===== src/common/rv_pkg.sv =====
`default_nettype none

package rv_pkg;

	////////////////////////////////////////
	// sizes and addresses
	////////////////////////////////////////

	localparam int xlen = 32;
	localparam logic [xlen-1:0] reset_pc = 32'h8000_0000;
	localparam int mem_words = 1024;
	localparam int mem_aw = 10; // word index, byte address bits 11:2
	localparam int max_delay_bits = 2; // up to 3 extra response cycles
	localparam logic [15:0] lfsr_seed = 16'hace1;
	localparam logic [15:0] lfsr_taps = 16'hb400; // x^16 + x^14 + x^13 + x^11 + 1
	localparam logic [xlen-1:0] ebreak_inst = 32'h0010_0073;

	////////////////////////////////////////
	// encodings
	////////////////////////////////////////

	typedef enum logic [6:0] {
		opc_op     = 7'b0110011,
		opc_op_imm = 7'b0010011,
		opc_lui    = 7'b0110111,
		opc_load   = 7'b0000011,
		opc_store  = 7'b0100011,
		opc_branch = 7'b1100011,
		opc_jal    = 7'b1101111,
		opc_system = 7'b1110011
	} opcode_e;

	typedef enum logic [4:0] {
		op_add,
		op_sub,
		op_and,
		op_or,
		op_xor,
		op_slt,
		op_addi,
		op_lui,
		op_lw,
		op_lb,
		op_lbu,
		op_sw,
		op_sb,
		op_beq,
		op_bne,
		op_jal,
		op_ebreak,
		op_illegal
	} op_e;

	typedef enum logic [2:0] {
		st_fetch,
		st_decode,
		st_mem_rd,
		st_mem_wr,
		st_writeback,
		st_halt
	} core_state_e;

endpackage

`default_nettype wire


===== src/common/axi_lite_if.sv =====
`default_nettype none

interface axi_lite_if;
	import rv_pkg::*;

	logic [xlen-1:0] araddr;
	logic arvalid;
	logic arready;
	logic [xlen-1:0] rdata;
	logic rvalid;
	logic rready;
	logic [xlen-1:0] awaddr;
	logic awvalid;
	logic awready;
	logic [xlen-1:0] wdata;
	logic [3:0] wstrb;
	logic wvalid;
	logic wready;
	logic bvalid;
	logic bready;

	modport master (
		output araddr, arvalid, rready, awaddr, awvalid, wdata, wstrb, wvalid, bready,
		input arready, rdata, rvalid, awready, wready, bvalid
	);

	modport slave (
		input araddr, arvalid, rready, awaddr, awvalid, wdata, wstrb, wvalid, bready,
		output arready, rdata, rvalid, awready, wready, bvalid
	);

endinterface

`default_nettype wire


===== src/hw/axi_xbar.sv =====
`default_nettype none

module axi_xbar (
	input wire clk,
	input wire rst_n,
	axi_lite_if.slave ifu,
	axi_lite_if.slave lsu,
	axi_lite_if.master mem
);

	typedef enum logic [1:0] {
		gnt_idle,
		gnt_ifu,
		gnt_lsu
	} grant_e;

	grant_e grant;
	grant_e sel;
	logic addr_done;
	logic resp_done;

	// lsu wins when both ask in the same idle cycle
	always_comb begin
		sel = grant;
		if (grant == gnt_idle) begin
			if (lsu.arvalid || lsu.awvalid)
				sel = gnt_lsu;
			else if (ifu.arvalid)
				sel = gnt_ifu;
		end
	end

	assign addr_done = (mem.arvalid && mem.arready) || (mem.awvalid && mem.awready);
	assign resp_done = (mem.rvalid && mem.rready) || (mem.bvalid && mem.bready);

	always_ff @(posedge clk) begin
		if (!rst_n)
			grant <= gnt_idle;
		else if (grant == gnt_idle && addr_done)
			grant <= sel;
		else if (grant != gnt_idle && resp_done)
			grant <= gnt_idle;
	end

	////////////////////////////////////////
	// routing
	////////////////////////////////////////

	assign mem.araddr = (sel == gnt_lsu) ? lsu.araddr : ifu.araddr;
	assign mem.arvalid = (sel == gnt_lsu) ? lsu.arvalid : ((sel == gnt_ifu) && ifu.arvalid);
	assign mem.rready = (sel == gnt_lsu) ? lsu.rready : ((sel == gnt_ifu) && ifu.rready);
	assign mem.awaddr = lsu.awaddr; // only the lsu writes
	assign mem.awvalid = (sel == gnt_lsu) && lsu.awvalid;
	assign mem.wdata = lsu.wdata;
	assign mem.wstrb = lsu.wstrb;
	assign mem.wvalid = (sel == gnt_lsu) && lsu.wvalid;
	assign mem.bready = (sel == gnt_lsu) && lsu.bready;

	assign ifu.arready = (sel == gnt_ifu) && mem.arready;
	assign ifu.rdata = mem.rdata;
	assign ifu.rvalid = (sel == gnt_ifu) && mem.rvalid;
	assign ifu.awready = 1'b0;
	assign ifu.wready = 1'b0;
	assign ifu.bvalid = 1'b0;

	assign lsu.arready = (sel == gnt_lsu) && mem.arready;
	assign lsu.rdata = mem.rdata;
	assign lsu.rvalid = (sel == gnt_lsu) && mem.rvalid;
	assign lsu.awready = (sel == gnt_lsu) && mem.awready;
	assign lsu.wready = (sel == gnt_lsu) && mem.wready;
	assign lsu.bvalid = (sel == gnt_lsu) && mem.bvalid;

	// a response only comes back while its grant is still held
	assert property (@(posedge clk) disable iff (!rst_n)
		(mem.rvalid || mem.bvalid) |-> (grant != gnt_idle));

endmodule

`default_nettype wire


===== src/flat_wrapper.sv =====
// flat-port wrapper written by rule: the top's interface ports become plain ports
module axi_xbar_flat 
  (clk, rst_n, ifu_araddr, ifu_arvalid, ifu_rready, ifu_awaddr, ifu_awvalid, ifu_wdata, ifu_wstrb, ifu_wvalid, ifu_bready, ifu_arready, ifu_rdata, ifu_rvalid, ifu_awready, ifu_wready, ifu_bvalid, lsu_araddr, lsu_arvalid, lsu_rready, lsu_awaddr, lsu_awvalid, lsu_wdata, lsu_wstrb, lsu_wvalid, lsu_bready, lsu_arready, lsu_rdata, lsu_rvalid, lsu_awready, lsu_wready, lsu_bvalid, mem_araddr, mem_arvalid, mem_rready, mem_awaddr, mem_awvalid, mem_wdata, mem_wstrb, mem_wvalid, mem_bready, mem_arready, mem_rdata, mem_rvalid, mem_awready, mem_wready, mem_bvalid);
  axi_lite_if ifu_i ();
  axi_lite_if lsu_i ();
  axi_lite_if mem_i ();
  input wire clk;
  input wire rst_n;
  input wire logic [$bits(ifu_i.araddr)-1:0] ifu_araddr;
  input wire logic [$bits(ifu_i.arvalid)-1:0] ifu_arvalid;
  input wire logic [$bits(ifu_i.rready)-1:0] ifu_rready;
  input wire logic [$bits(ifu_i.awaddr)-1:0] ifu_awaddr;
  input wire logic [$bits(ifu_i.awvalid)-1:0] ifu_awvalid;
  input wire logic [$bits(ifu_i.wdata)-1:0] ifu_wdata;
  input wire logic [$bits(ifu_i.wstrb)-1:0] ifu_wstrb;
  input wire logic [$bits(ifu_i.wvalid)-1:0] ifu_wvalid;
  input wire logic [$bits(ifu_i.bready)-1:0] ifu_bready;
  output wire logic [$bits(ifu_i.arready)-1:0] ifu_arready;
  output wire logic [$bits(ifu_i.rdata)-1:0] ifu_rdata;
  output wire logic [$bits(ifu_i.rvalid)-1:0] ifu_rvalid;
  output wire logic [$bits(ifu_i.awready)-1:0] ifu_awready;
  output wire logic [$bits(ifu_i.wready)-1:0] ifu_wready;
  output wire logic [$bits(ifu_i.bvalid)-1:0] ifu_bvalid;
  input wire logic [$bits(lsu_i.araddr)-1:0] lsu_araddr;
  input wire logic [$bits(lsu_i.arvalid)-1:0] lsu_arvalid;
  input wire logic [$bits(lsu_i.rready)-1:0] lsu_rready;
  input wire logic [$bits(lsu_i.awaddr)-1:0] lsu_awaddr;
  input wire logic [$bits(lsu_i.awvalid)-1:0] lsu_awvalid;
  input wire logic [$bits(lsu_i.wdata)-1:0] lsu_wdata;
  input wire logic [$bits(lsu_i.wstrb)-1:0] lsu_wstrb;
  input wire logic [$bits(lsu_i.wvalid)-1:0] lsu_wvalid;
  input wire logic [$bits(lsu_i.bready)-1:0] lsu_bready;
  output wire logic [$bits(lsu_i.arready)-1:0] lsu_arready;
  output wire logic [$bits(lsu_i.rdata)-1:0] lsu_rdata;
  output wire logic [$bits(lsu_i.rvalid)-1:0] lsu_rvalid;
  output wire logic [$bits(lsu_i.awready)-1:0] lsu_awready;
  output wire logic [$bits(lsu_i.wready)-1:0] lsu_wready;
  output wire logic [$bits(lsu_i.bvalid)-1:0] lsu_bvalid;
  output wire logic [$bits(mem_i.araddr)-1:0] mem_araddr;
  output wire logic [$bits(mem_i.arvalid)-1:0] mem_arvalid;
  output wire logic [$bits(mem_i.rready)-1:0] mem_rready;
  output wire logic [$bits(mem_i.awaddr)-1:0] mem_awaddr;
  output wire logic [$bits(mem_i.awvalid)-1:0] mem_awvalid;
  output wire logic [$bits(mem_i.wdata)-1:0] mem_wdata;
  output wire logic [$bits(mem_i.wstrb)-1:0] mem_wstrb;
  output wire logic [$bits(mem_i.wvalid)-1:0] mem_wvalid;
  output wire logic [$bits(mem_i.bready)-1:0] mem_bready;
  input wire logic [$bits(mem_i.arready)-1:0] mem_arready;
  input wire logic [$bits(mem_i.rdata)-1:0] mem_rdata;
  input wire logic [$bits(mem_i.rvalid)-1:0] mem_rvalid;
  input wire logic [$bits(mem_i.awready)-1:0] mem_awready;
  input wire logic [$bits(mem_i.wready)-1:0] mem_wready;
  input wire logic [$bits(mem_i.bvalid)-1:0] mem_bvalid;
  assign ifu_i.araddr = ifu_araddr;
  assign ifu_i.arvalid = ifu_arvalid;
  assign ifu_i.rready = ifu_rready;
  assign ifu_i.awaddr = ifu_awaddr;
  assign ifu_i.awvalid = ifu_awvalid;
  assign ifu_i.wdata = ifu_wdata;
  assign ifu_i.wstrb = ifu_wstrb;
  assign ifu_i.wvalid = ifu_wvalid;
  assign ifu_i.bready = ifu_bready;
  assign ifu_arready = ifu_i.arready;
  assign ifu_rdata = ifu_i.rdata;
  assign ifu_rvalid = ifu_i.rvalid;
  assign ifu_awready = ifu_i.awready;
  assign ifu_wready = ifu_i.wready;
  assign ifu_bvalid = ifu_i.bvalid;
  assign lsu_i.araddr = lsu_araddr;
  assign lsu_i.arvalid = lsu_arvalid;
  assign lsu_i.rready = lsu_rready;
  assign lsu_i.awaddr = lsu_awaddr;
  assign lsu_i.awvalid = lsu_awvalid;
  assign lsu_i.wdata = lsu_wdata;
  assign lsu_i.wstrb = lsu_wstrb;
  assign lsu_i.wvalid = lsu_wvalid;
  assign lsu_i.bready = lsu_bready;
  assign lsu_arready = lsu_i.arready;
  assign lsu_rdata = lsu_i.rdata;
  assign lsu_rvalid = lsu_i.rvalid;
  assign lsu_awready = lsu_i.awready;
  assign lsu_wready = lsu_i.wready;
  assign lsu_bvalid = lsu_i.bvalid;
  assign mem_araddr = mem_i.araddr;
  assign mem_arvalid = mem_i.arvalid;
  assign mem_rready = mem_i.rready;
  assign mem_awaddr = mem_i.awaddr;
  assign mem_awvalid = mem_i.awvalid;
  assign mem_wdata = mem_i.wdata;
  assign mem_wstrb = mem_i.wstrb;
  assign mem_wvalid = mem_i.wvalid;
  assign mem_bready = mem_i.bready;
  assign mem_i.arready = mem_arready;
  assign mem_i.rdata = mem_rdata;
  assign mem_i.rvalid = mem_rvalid;
  assign mem_i.awready = mem_awready;
  assign mem_i.wready = mem_wready;
  assign mem_i.bvalid = mem_bvalid;
  axi_xbar u_core (.clk(clk), .rst_n(rst_n), .ifu(ifu_i), .lsu(lsu_i), .mem(mem_i));
endmodule

===== config.mk =====
export PLATFORM = sky130hd
export DESIGN_NAME = axi_xbar_flat
export DESIGN_NICKNAME = d
export VERILOG_FILES = /design/src/common/rv_pkg.sv /design/src/common/axi_lite_if.sv /design/src/hw/axi_xbar.sv /design/src/flat_wrapper.sv
export SDC_FILE = /design/constraint.sdc
export NUM_CORES = 1
export LEC_CHECK = 0
export BUFFER_PORTS_ARGS = -buffer_cell sky130_fd_sc_hd__buf_2
export CORE_AREA = 2 2 164 166
export CTS_BUF_LIST = sky130_fd_sc_hd__clkbuf_8
export DETAILED_ROUTE_END_ITERATION = 6
export DIE_AREA = 0 0 166 168
export SKIP_LAST_GASP = 1
export SYNTH_ARGS = -nofsm -noshare
export SYNTH_HDL_FRONTEND = slang
export SYNTH_SLANG_ARGS = --single-unit

===== constraint.sdc =====
create_clock -name clk -period 2.15 [get_ports clk]
set_input_delay 0.1075 -clock clk [delete_from_list [all_inputs] [get_ports clk]]
set_output_delay 0.1075 -clock clk [all_outputs]
set_load 0.01 [all_outputs]

* Word-level counts from Yosys, hierarchy flattened *
Index checks and enable logic that the tools add are counted.

cells by class
  eq/ne operators = 2
  muxes and demuxes = 8
  reductions and logical operators = 24

operators by type and width
  cell                                                 number
  two-way mux 32 bit                                   1
  logical AND 1 bit                                    18
  two-way mux 2 bit                                    5
  nonzero test 2 bit                                   2
  logical OR 1 bit                                     3
  equality test 2 x 1 -> 1 bit, second input constant  1
  equality test 2 bit, second input constant           1
  logical NOT 2 bit                                    1
  two-way mux 1 bit                                    2

word-level totals
  register bits after elaboration = 2
  output and inout port bits = 179

* Depth between registers and ports, before layout *
Gate-level depths: netlist of run 1.

  word-level depth = 11
  depth in mapped cells = 6

* Worst setup path before layout of run 1 *
OpenSTA, ideal clock, no wires.

  path kind = register to output
  from = register u_core.grant[1]
  to = output port mem_araddr[10]
  data arrival time = 1.549 ns
  slack = 0.494 ns
  cell stages (with the launch flop) = 7
  path through = dfxtp_1 or3_1 buf_6 and2_4 buf_6 buf_12 mux2_4

between the ends
  cells in the longest elaborated chain, start to end = 5

ends and longest elaborated chain
  what                     RTL line            RTL
  from (decl)              axi_xbar.sv:17      grant_e grant;
  from (signal assigned)   axi_xbar.sv:38      grant <= gnt_idle;
  from (signal assigned)   axi_xbar.sv:40      grant <= sel;
  from (signal assigned)   axi_xbar.sv:42      grant <= gnt_idle;
  two-way mux 2 bit        axi_xbar.sv:28      else if (ifu.arvalid)
  two-way mux 2 bit        axi_xbar.sv:26      if (lsu.arvalid || lsu.awvalid)
  two-way mux 2 bit (*)    axi_xbar.sv:25      if (grant == gnt_idle) begin
  equality test 2 bit (*)  axi_xbar.sv:49      assign mem.araddr = (sel == gnt_lsu) ? lsu.araddr : ifu.araddr;
  two-way mux 32 bit (*)   axi_xbar.sv:49
  to (decl)                flat_wrapper.sv:39  output wire logic [$bits(mem_i.araddr)-1:0] mem_araddr;

Mark *: on every way between the ends. The rest lies on a longest branch, timed or not.

* Worst setup path in the final report of run 1 *
  from = register u_core.grant[1]
  to = output port mem_araddr[0]

Same word-level chain as after synthesis.

==> results of run 1 <==
## worst max-delay path, cell delays in order, from the launching register on
cell and delay [ns]:
dfxtp_1 0.40, or3_1 0.16, and2_4 0.56, mux2_2 0.40, buf_2 0.14
## kinds of logic (layout without fill, tap and decap cells)
kind of cell	after synthesis	count (layout)	share of synthesized area [%]
simple gates	24	24	7.93
other cells	1	3	0.207
flops	2	2	2.21
buf+inv	141	127	60.6
compound gates	9	9	3.03
mux	32	32	26.1
## power by group
group	switching [W]	internal, W	total [W]	leakage [nW]
Combinational	0.000161	0.000211	0.000372	0.871
Sequential	0.00000397	0.0000402	0.0000441	0.0164
Clock	0.0000361	0.000119	0.000155	0.0216
Total	0.000201	0.000370	0.000571	0.909
## final timing paths
path	to	slack, ns	cells past startpoint
max reg2reg	u_core.grant[1]	0.54	4
min reg2reg	u_core.grant[0]	0.56	2
max	mem_araddr[0]	0.12	4
min	u_core.grant[0]	0.20	3
## routing by layer
metal  routed length (um)  global-route usage (%)
met3                 2140                    6.44
met4                   73                    1.21
met1                 1450                    2.61
met2                 2760                    6.24
met5                    0                       0
## cells in the mapped netlist
cell / n / share of area, %
nand2b_1: 1 / 0.34
a21boi_0: 1 / 0.41
mux2_4: 30 / 25
dfxtp_1: 2 / 2.2
buf_6: 2 / 1.2
or2_2: 1 / 0.34
inv_1: 1 / 0.21
and2_4: 1 / 0.48
nor2_1: 1 / 0.21
nor4b_1: 2 / 0.97
or3_1: 1 / 0.34
buf_12: 3 / 3.3
and2b_1: 1 / 0.41
o22ai_1: 1 / 0.34
o211ai_1: 1 / 0.41
nor2b_1: 1 / 0.34
nand2_1: 4 / 0.83
and3_1: 7 / 2.4
buf_4: 135 / 56
mux2_2: 2 / 1.2
nand3_1: 2 / 0.55
and2_1: 2 / 0.69
o21ai_0: 3 / 0.83
o2bb2ai_1: 1 / 0.48
conb_1: 1 / 0.21
a21oi_1: 2 / 0.55
## layout make-up
class / instances / area share [%]
tap: 341 / 23.5
timing repair buffer: 123 / 34.2
inverter: 1 / 0.207
multi-input combinational: 68 / 37.6
clock buffer: 3 / 2.27
sequential: 2 / 2.21
## stage by stage
stage | instances | power (W)
4_1_cts | 538 | 0.000586
5_1_grt | 538 | 0.000608
3_3_place_gp | 535 | 0.000421
6_report | 538 | 0.000571
3_5_place_dp | 535 | 0.000424
2_1_floorplan | 211 | 0.000533
==> results.md, run 1 <==
- DR iter-0 viols: 13
- Mapped Avg Cell Area: 8.69 sq um
- Post-CTS Hold Fix Bufs: 0
- Worst rel slew slack: 55.7%
- Hold Crit Class: in -> reg
- Status: completed
- Inserted Diodes: 0
- Placed Area: 1770 sq um
- DRC violations left: 0
- Clock Latency Late Sink: 0.22 ns
- DIE WIDTH: 166 um
- Final hold slack: 0.200 ns
- Fin. Hold Viols: 0
- CTS max path bufs: 2
- Vias: 1255
- Seq/Total Area, Yosys: 2.21%
- Layout cells sized above 1: 81.2%
- First-pass GRT wire length: 8.35 mm
- Mapped Area: 1820 sq um
- Initial antenna violation count: 0
- Sink Count: 2
- Worst flop-to-flop path startpoint: u_core.grant[1]
- Post-CTS Setup Inserts: 0
- Final Cycle Share: 94.5%
- Number of global-route vias before repair: 1207
- Max-slew violation count: 0
- Peak supply drop: 0.000200 V
- Dpl ws: 0.333 ns
- Num rows: 60
- Final WS setup: 0.119 ns
- Maximum fanout along the worst path: 32
- Unique cell type count in the Yosys netlist: 26
- Die Y: 168 um
- Nets: 448
- Pin count of the biggest net entering global routing: 33
- Gr usage total: 4.17%
- CTS clock-pin slew for the worst setup and hold paths: 0.03 ns
- Antenna Nets Post-Route: 0
- Largest regs: u_core.grant (2)
- Tmin final: 2.03 ns
- Fmax: 492 MHz
- CP Data Arrival Time: 1.92 ns
- Layout fillers: 3095
- DR WL/cell: 12.0 um
- Vias/cell: 2.33
- CTS tree: built
- Final estimated routing congestion in global placement: 0.628
- CTS Root Cell: clkbuf_8
- CP Launch Type: flop
- HP Start: rst_n
- Register area: 40.0 sq um
- Total Wirelength: 6.43 mm
- Multi-input logic area: 683 sq um
- Final Cell Area: 1820 sq um
- GRT overflow: 0
- Setup violations, final: 0
- Initial Utilization: 6.89%
- CP endpoint kind: primary output
- Number of max-cap violations: 0
- Pwr dens: 315 nW/um^2
- Layout area overhead: -0.0000551%
- Core area: 26400 sq um
- Setup tns final: 0 ns
- Yosys warnings: 0
- Util after Layout: 6.89%
- Leak: 0.909 nW
- Die area: 27900 sq um
- Final HPWL DP: 5.78 mm
- CTS resizes: 0
- Max FFs per register: 2
- Commonest non-fill, non-tap cell in the layout: buf_2
- Top Ports: 428
- RSZ-0062 raised after global routing: no
- Synth Register Bits: 2
- Max H-tree Level: 1
- Worst Setup SP: u_core.grant[1]
- CP required: 2.04 ns
- First-pass iteration count of the detailed router: 3
- Crit path kind: reg -> out
- Num CTS Buffers: 3
- Biggest register: u_core.grant
- Clk_skew: 0.00113 ns
- PortBufs: 121
- Worst-margin pin slew: 0.664 ns
- Post-synthesis cell count: 209
- Most frequent cells in the layout: buf_2 (121), mux2_4 (30), and3_1 (7), nand2_1 (4)
(Power assumes the default switching activity.)
==> run 2, diff against run 1 <==
Settings changed: ABC_AREA set to 1, CORE_AREA 2 2 164 166 to 2 2 165 167, DIE_AREA 0 0 166 168 to 0 0 167 169.
==> run 2 against run 1 <==
Against the previous run:
- sequential cell count unchanged
- sequential power down 2%
- via count up 23%
- largest cell class is now buffers
- critical path depth up 2
- total power up 0.14%
- utilization down 0.38 points
- global-route usage down 0.27 points
- highest routed layer unchanged
- cell count up 15%
- design area down 5.0%
- die area up 1.2%
==> results.md, run 2 <==
- Status: completed
- Post-CTS Hold Fix Bufs: 0
- Hold Crit Class: in -> reg
- Clk_skew: 0.00191 ns
- Final HPWL DP: 5.25 mm
- CTS max path bufs: 2
- EDFF count, synth: 0
- Sequential share of power: 7.6%
- Met2 Usage GRT: 5.65%
- Final estimated routing congestion in global placement: 0.664
- Mapped Avg Cell Area: 5.77 sq um
- Critical Path Slowest Stage Cell: dfxtp_1
- CP Data Arrival Time: 1.61 ns
- Leak: 0.968 nW
- Largest cells by area after synthesis: buf_4 (62%), nand2_1 (24%), nor2_1 (2.7%)
- # placed instances: 615
- Mapped Area: 1670 sq um
- PortBufs: 121
- Asr flop ratio synth: 0%
- First-pass GRT wire length: 8.19 mm
- Biggest register: u_core.grant
- Commonest non-fill, non-tap cell in the layout: buf_2
- Synth cell count leaders: buf_4 (137), nand2_1 (107), nor2_1 (12), inv_1 (11), nand3_1 (6)
- Vias: 1538
- CP required: 2.04 ns
- Sink Count: 2
- Logic gate share of total power: 65.9%
- Most used cell, CP: nand2_1
- CTS Root Cell: clkbuf_8
- DR WL/cell: 10.2 um
- Layout Cells excl Fill: 618
- Yosys warnings: 0
- Num CTS Buffers: 3
- Tmin final: 1.72 ns
- Antenna Nets Post-Route: 0
- CP Launch Type: flop
- Synth Register Bits: 2
- Total Wirelength: 6.29 mm
- Gr usage total: 3.90%
- Layout cells sized above 1: 47.7%
- Unique cell type count in the Yosys netlist: 14
- Area leader, netlist: buf_4
- Post-synthesis cell count: 289
- Post-CTS Setup Inserts: 0
- GR Util met3: 1.89%
- Peak supply drop: 0.000237 V
- Pin count of the biggest net entering global routing: 21
- RSZ-0062 raised after global routing: no
- DR iter-0 viols: 41
- Fin. Hold Viols: 0
- Max H-tree Level: 1
- CTS tree: built
- Die Y: 169 um
- CP bufs+invs: 3
- Int Power: 0.000319 W
- Number of max-cap violations: 0
- Number of global-route vias before repair: 1401
- Initial Utilization: 6.29%
- Met1 Use GR: 3.59%
- Global route hottest layer: met2
- Initial antenna violation count: 0
- Maximum fanout along the worst path: 18
- GRT overflow: 0
- Inserted Diodes: 0
- Top Ports: 428
- Most frequent cell after synthesis: buf_4
- CTS resizes: 0
- Nets: 528
- Layout area overhead: 3.45%
- Fmax: 583 MHz
- CTS clock-pin slew for the worst setup and hold paths: 0.03 ns
- Prevailing post-synth register cell: dfxtp_1
- Max-slew violation count: 0
- CP endpoint kind: primary output
- Most frequent cells in the layout: buf_2 (121), nand2_1 (107), nor2_1 (12), inv_1 (11), nand3_1 (6)
- Vias/cell: 2.49
- Die area: 28200 sq um
- Clock Latency Late Sink: 0.21 ns
- Core area: 26500 sq um
- CP Cell Sequence: inv_2 > a21oi_4 > buf_4 > nand2_1 > nand2_1 > buf_2
- Top cell type's share of synthesized area: 61.7%
- First-pass iteration count of the detailed router: 4
- Setup violations, final: 0
- Pwr dens: 332 nW/um^2
- Crit path kind: reg -> out
- Final Cycle Share: 79.8%
- Largest regs: u_core.grant (2)
- Net Sw Power: 0.000253 W
- Critical path's top delay family: buffers and inverters
- DIE WIDTH: 167 um
- Sw Ratio: 44.3%
- Setup tns final: 0 ns
- Max stage delay on crit path: 0.36 ns
- DRC violations left: 0
- Flop2flop setup slack: 0.55 ns
- Max FFs per register: 2
- Clk pwr share: 26.6%
- Num rows: 60
- Seq/Total Area, Yosys: 2.40%
## run 2: cell count changes in the layout (fill, tap and decap cells not counted), sizes merged, moves of 2 or more
cell | before | now
and2 | 3 | 0
and3 | 7 | 0
buf | 123 | 125
inv | 1 | 13
mux2 | 32 | 0
nand2 | 4 | 108
nand3 | 2 | 6
nor2 | 1 | 12
nor4b | 2 | 0
o21ai | 3 | 1
## run 2: power groups by stage
stage | logic [W] | clock network, W | registers [W]
after floorplan | 0.000444 | 0 | 0.0000429
after global placement | 0.000380 | 0 | 0.0000434
after detailed placement | 0.000386 | 0 | 0.0000435
after CTS | 0.000388 | 0.000159 | 0.0000431
after global routing | 0.000426 | 0.000164 | 0.0000435
final | 0.000377 | 0.000152 | 0.0000433
## run 2: cell families after synthesis
family,synth area share (%)
AND/OR/NAND/NOR,29.4
other,0.225
AO/OA/AOI/OAI,1.88
buffers and inverters,66.1
flip-flops,2.40
## run 2: worst min-delay path: stages
cell     delay [ns]
buf_2          0.10
inv_1          0.06
a21oi_1        0.04
## run 2: final timing paths
| kind | start | end | cells after the start |
|---|---|---|---|
| worst max-delay path | u_core.grant[1] | mem_araddr[21] | 6 |
| worst min-delay path | rst_n | u_core.grant[0] | 3 |
| worst max register to register | u_core.grant[1] | u_core.grant[0] | 8 |
| worst min register to register | u_core.grant[1] | u_core.grant[1] | 2 |
## run 2: layer usage
metal,share of wire [%],vias to the layer above
met5,0,-
met4,13,0
li1,-,697
met2,40,140
met1,32,613
met3,15,88
## run 2: final cells by class
type,instances,area (sq um)
Timing Repair Buffer,125,636
Tap cell,341,427
Sequential cell,2,40.0
Clock buffer,3,41.3
Fill cell,3161,24800
Inverter,13,48.8
Multi-Input combinational cell,134,532
## run 2: stage by stage
stage          power [W]  worst slack [ns]  instance area, sq um  utilization, %  hold slack (ns)
6_report        0.000572             0.435                  1720            6.51            0.143
5_1_grt         0.000634             0.236                  1720            6.51            0.151
4_1_cts         0.000590             0.341                  1720            6.51            0.133
3_5_place_dp    0.000430             0.502                  1680            6.35            0.215
3_3_place_gp    0.000424             0.553                  1680            6.35            0.215
2_1_floorplan   0.000487             0.911                  1670               -            0.239
==> run 3, diff against run 2 <==
Settings changed: CORE_AREA 2 2 165 167 to 2 2 168 170, DIE_AREA 0 0 167 169 to 0 0 170 172.
Clock period 2.15 ns to 1.45 ns, I/O delays scaled along.
==> run 3 against run 2 <==
Against the previous run:
- via count rose by 3.6%
- clock power up 57%
- hold slack got worse by 0.053 ns
- wire length grew 17%
- largest power group unchanged
- total power rose by 90%
- largest cell class unchanged
- register-to-register slack got worse by 0.45 ns
- non-clock buffer count increased by 10
- sequential power rose by 49%
- sequential share of layout area shrank 0.20 points
- combinational power increased by 110%
- design area increased by 20%
- the run now ends with setup timing left
- highest routed layer is now met5
==> results.md, run 3 (synthesized netlist as in run 2, its figures left out) <==
- Number of global-route vias before repair: 1443
- DR WL/cell: 11.6 um
- Layout area overhead: 23.9%
- Crit path kind: reg -> out
- DIE WIDTH: 170 um
- Layout Cells excl Fill: 633
- Nets: 538
- DRC violations left: 0
- Max FFs per register: 2
- PortBufs: 121
- Metal-1 WL: 2.66 mm
- Clock Latency Late Sink: 0.22 ns
- Most used cell, CP: nand2_1
- CTS clock-pin slew for the worst setup and hold paths: 0.03 ns
- Die area: 29200 sq um
- Maximum fanout along the worst path: 7
- GRT overflow: 0
- Peak supply drop: 0.000425 V
- Worst Setup EP: mem_araddr[19]
- Worst flop-to-flop path startpoint: u_core.grant[1]
- Critical Path Slowest Stage Cell: dfxtp_4
- Worst Setup SP: u_core.grant[1]
- Status: finished with violations
- Number of max-cap violations: 0
- CP Cell Sequence: inv_4 > a21oi_4 > buf_6 > inv_12 > buf_16 > nand2_1 > nand2_1 > buf_2
- Die Y: 172 um
- Initial Utilization: 6.07%
- Fin. Hold Viols: 0
- Final Cycle Share: 103%
- Pwr dens: 528 nW/um^2
- Vias/cell: 2.52
- RSZ-0062 raised after global routing: yes
- Metal3 WL: 841 um
- Pin count of the biggest net entering global routing: 17
- Largest regs: u_core.grant (2)
- First-pass iteration count of the detailed router: 4
- CP Launch Type: flop
- Flop2flop setup slack: 0.10 ns
- Top Ports: 428
- Gr usage total: 4.28%
- Most frequent cells in the layout: buf_2 (116), nand2_1 (88), nand2_2 (17), inv_1 (11), nor2_1 (10)
- Final hold slack: 0.0902 ns
- Dpl ws: 0.0768 ns
- Initial antenna violation count: 0
- CP required: 1.38 ns
- Met2 wire length: 3.19 mm
- Max H-tree Level: 1
- Commonest non-fill, non-tap cell in the layout: buf_2
- Tmin final: 1.49 ns
- Clk_skew: 0.00443 ns
- Post-CTS Hold Fix Bufs: 0
- First-pass GRT wire length: 8.88 mm
- Worst reg2reg path depth: 8
- Antenna Nets Post-Route: 0
- CP Data Arrival Time: 1.42 ns
- Final WS setup: -0.0438 ns
- Top Metal Used: met5
- Fmax: 669 MHz
- CTS tree: built
- CTS Root Cell: clkbuf_8
- # placed instances: 619
- CP endpoint kind: primary output
- Core area: 27500 sq um
- Layout cells sized above 1: 57.1%
- Failing checks: setup timing
- CTS max path bufs: 2
- Final HPWL DP: 4.61 mm
- Reg-to-Reg End: u_core.grant[0]
- Inserted Diodes: 0
- Sink Count: 2
- Num CTS Buffers: 3
- Leak: 1.11 nW
- DR iter-0 viols: 47
- Vias: 1594
- Total Wirelength: 7.33 mm
- Hold Crit Class: in -> reg
- Num rows: 61
- Max stage delay on crit path: 0.35 ns
- Final estimated routing congestion in global placement: 0.649
- Biggest register: u_core.grant
- Setup violations, final: 39
- Max-slew violation count: 0
## run 3: cell count changes in the layout (fill, tap and decap cells not counted), moves of 2 or more
cell     delta
nand2_1    -19
nand2_2    +16
buf_6       +6
buf_16      +5
buf_2       -5
nand2_4     +3
inv_2       -2
nor2_1      -2
nor2_2      +2
## run 3: worst max-delay path, delay by kind of cell, from the launching register on
| kind | cells | cell delay, ns |
|---|---|---|
| flip-flops | 1 | 0.35 |
| AO/OA/AOI/OAI | 1 | 0.16 |
| buffers and inverters | 5 | 0.55 |
| AND/OR/NAND/NOR | 2 | 0.11 |
## run 3: area by class of cell
cell class,count,area [sq um]
multi-input combinational,134,599
tap,346,433
timing repair buffer,135,883
inverter,13,63.8
fill,3252,25400
clock buffer,3,41.3
sequential,2,43.8
## run 3: report_power, final
part           internal [W]  switching, W  total [W]
combinational      0.000377      0.000410   0.000787
sequential        0.0000598    0.00000490  0.0000647
clock              0.000177     0.0000605   0.000238
## run 3: metrics by stage
stage               util (%)  cell area [sq um]  setup TNS, ns  power, W
floorplan                  -               1670              0  0.000723
global placement        6.21               1710              0  0.000638
detailed placement      6.21               1710              0  0.000640
CTS                     7.11               1950         -0.631   0.00104
global route            7.51               2060          -4.01   0.00118
finish                  7.51               2060         -0.747   0.00109
## run 3: routing by layer
layer  GRT usage (%)  up-vias
met3            1.56       66
met1            4.25      647
met4            4.05        2
li1                -      723
met5            2.09        -
met2            6.74      156
## run 3: timing repair
action	4_1_cts	5_1_grt
pin swaps	2	2
gates resized for setup	24	21
buffers inserted	5	2
gates cloned	3	1
setup endpoints to repair	40	44
## run 3: worst min-delay path by stage
stage | start | to | slack, ns | cells past startpoint
3_3_place_gp | lsu_awaddr[19] | mem_awaddr[19] | 0.15 | 0
3_5_place_dp | lsu_awaddr[19] | mem_awaddr[19] | 0.15 | 0
4_1_cts | rst_n | u_core.grant[1] | 0.09 | 3
2_1_floorplan | rst_n | u_core.grant[0] | 0.20 | 2
6_report | rst_n | u_core.grant[1] | 0.09 | 3
5_1_grt | rst_n | u_core.grant[1] | 0.11 | 3
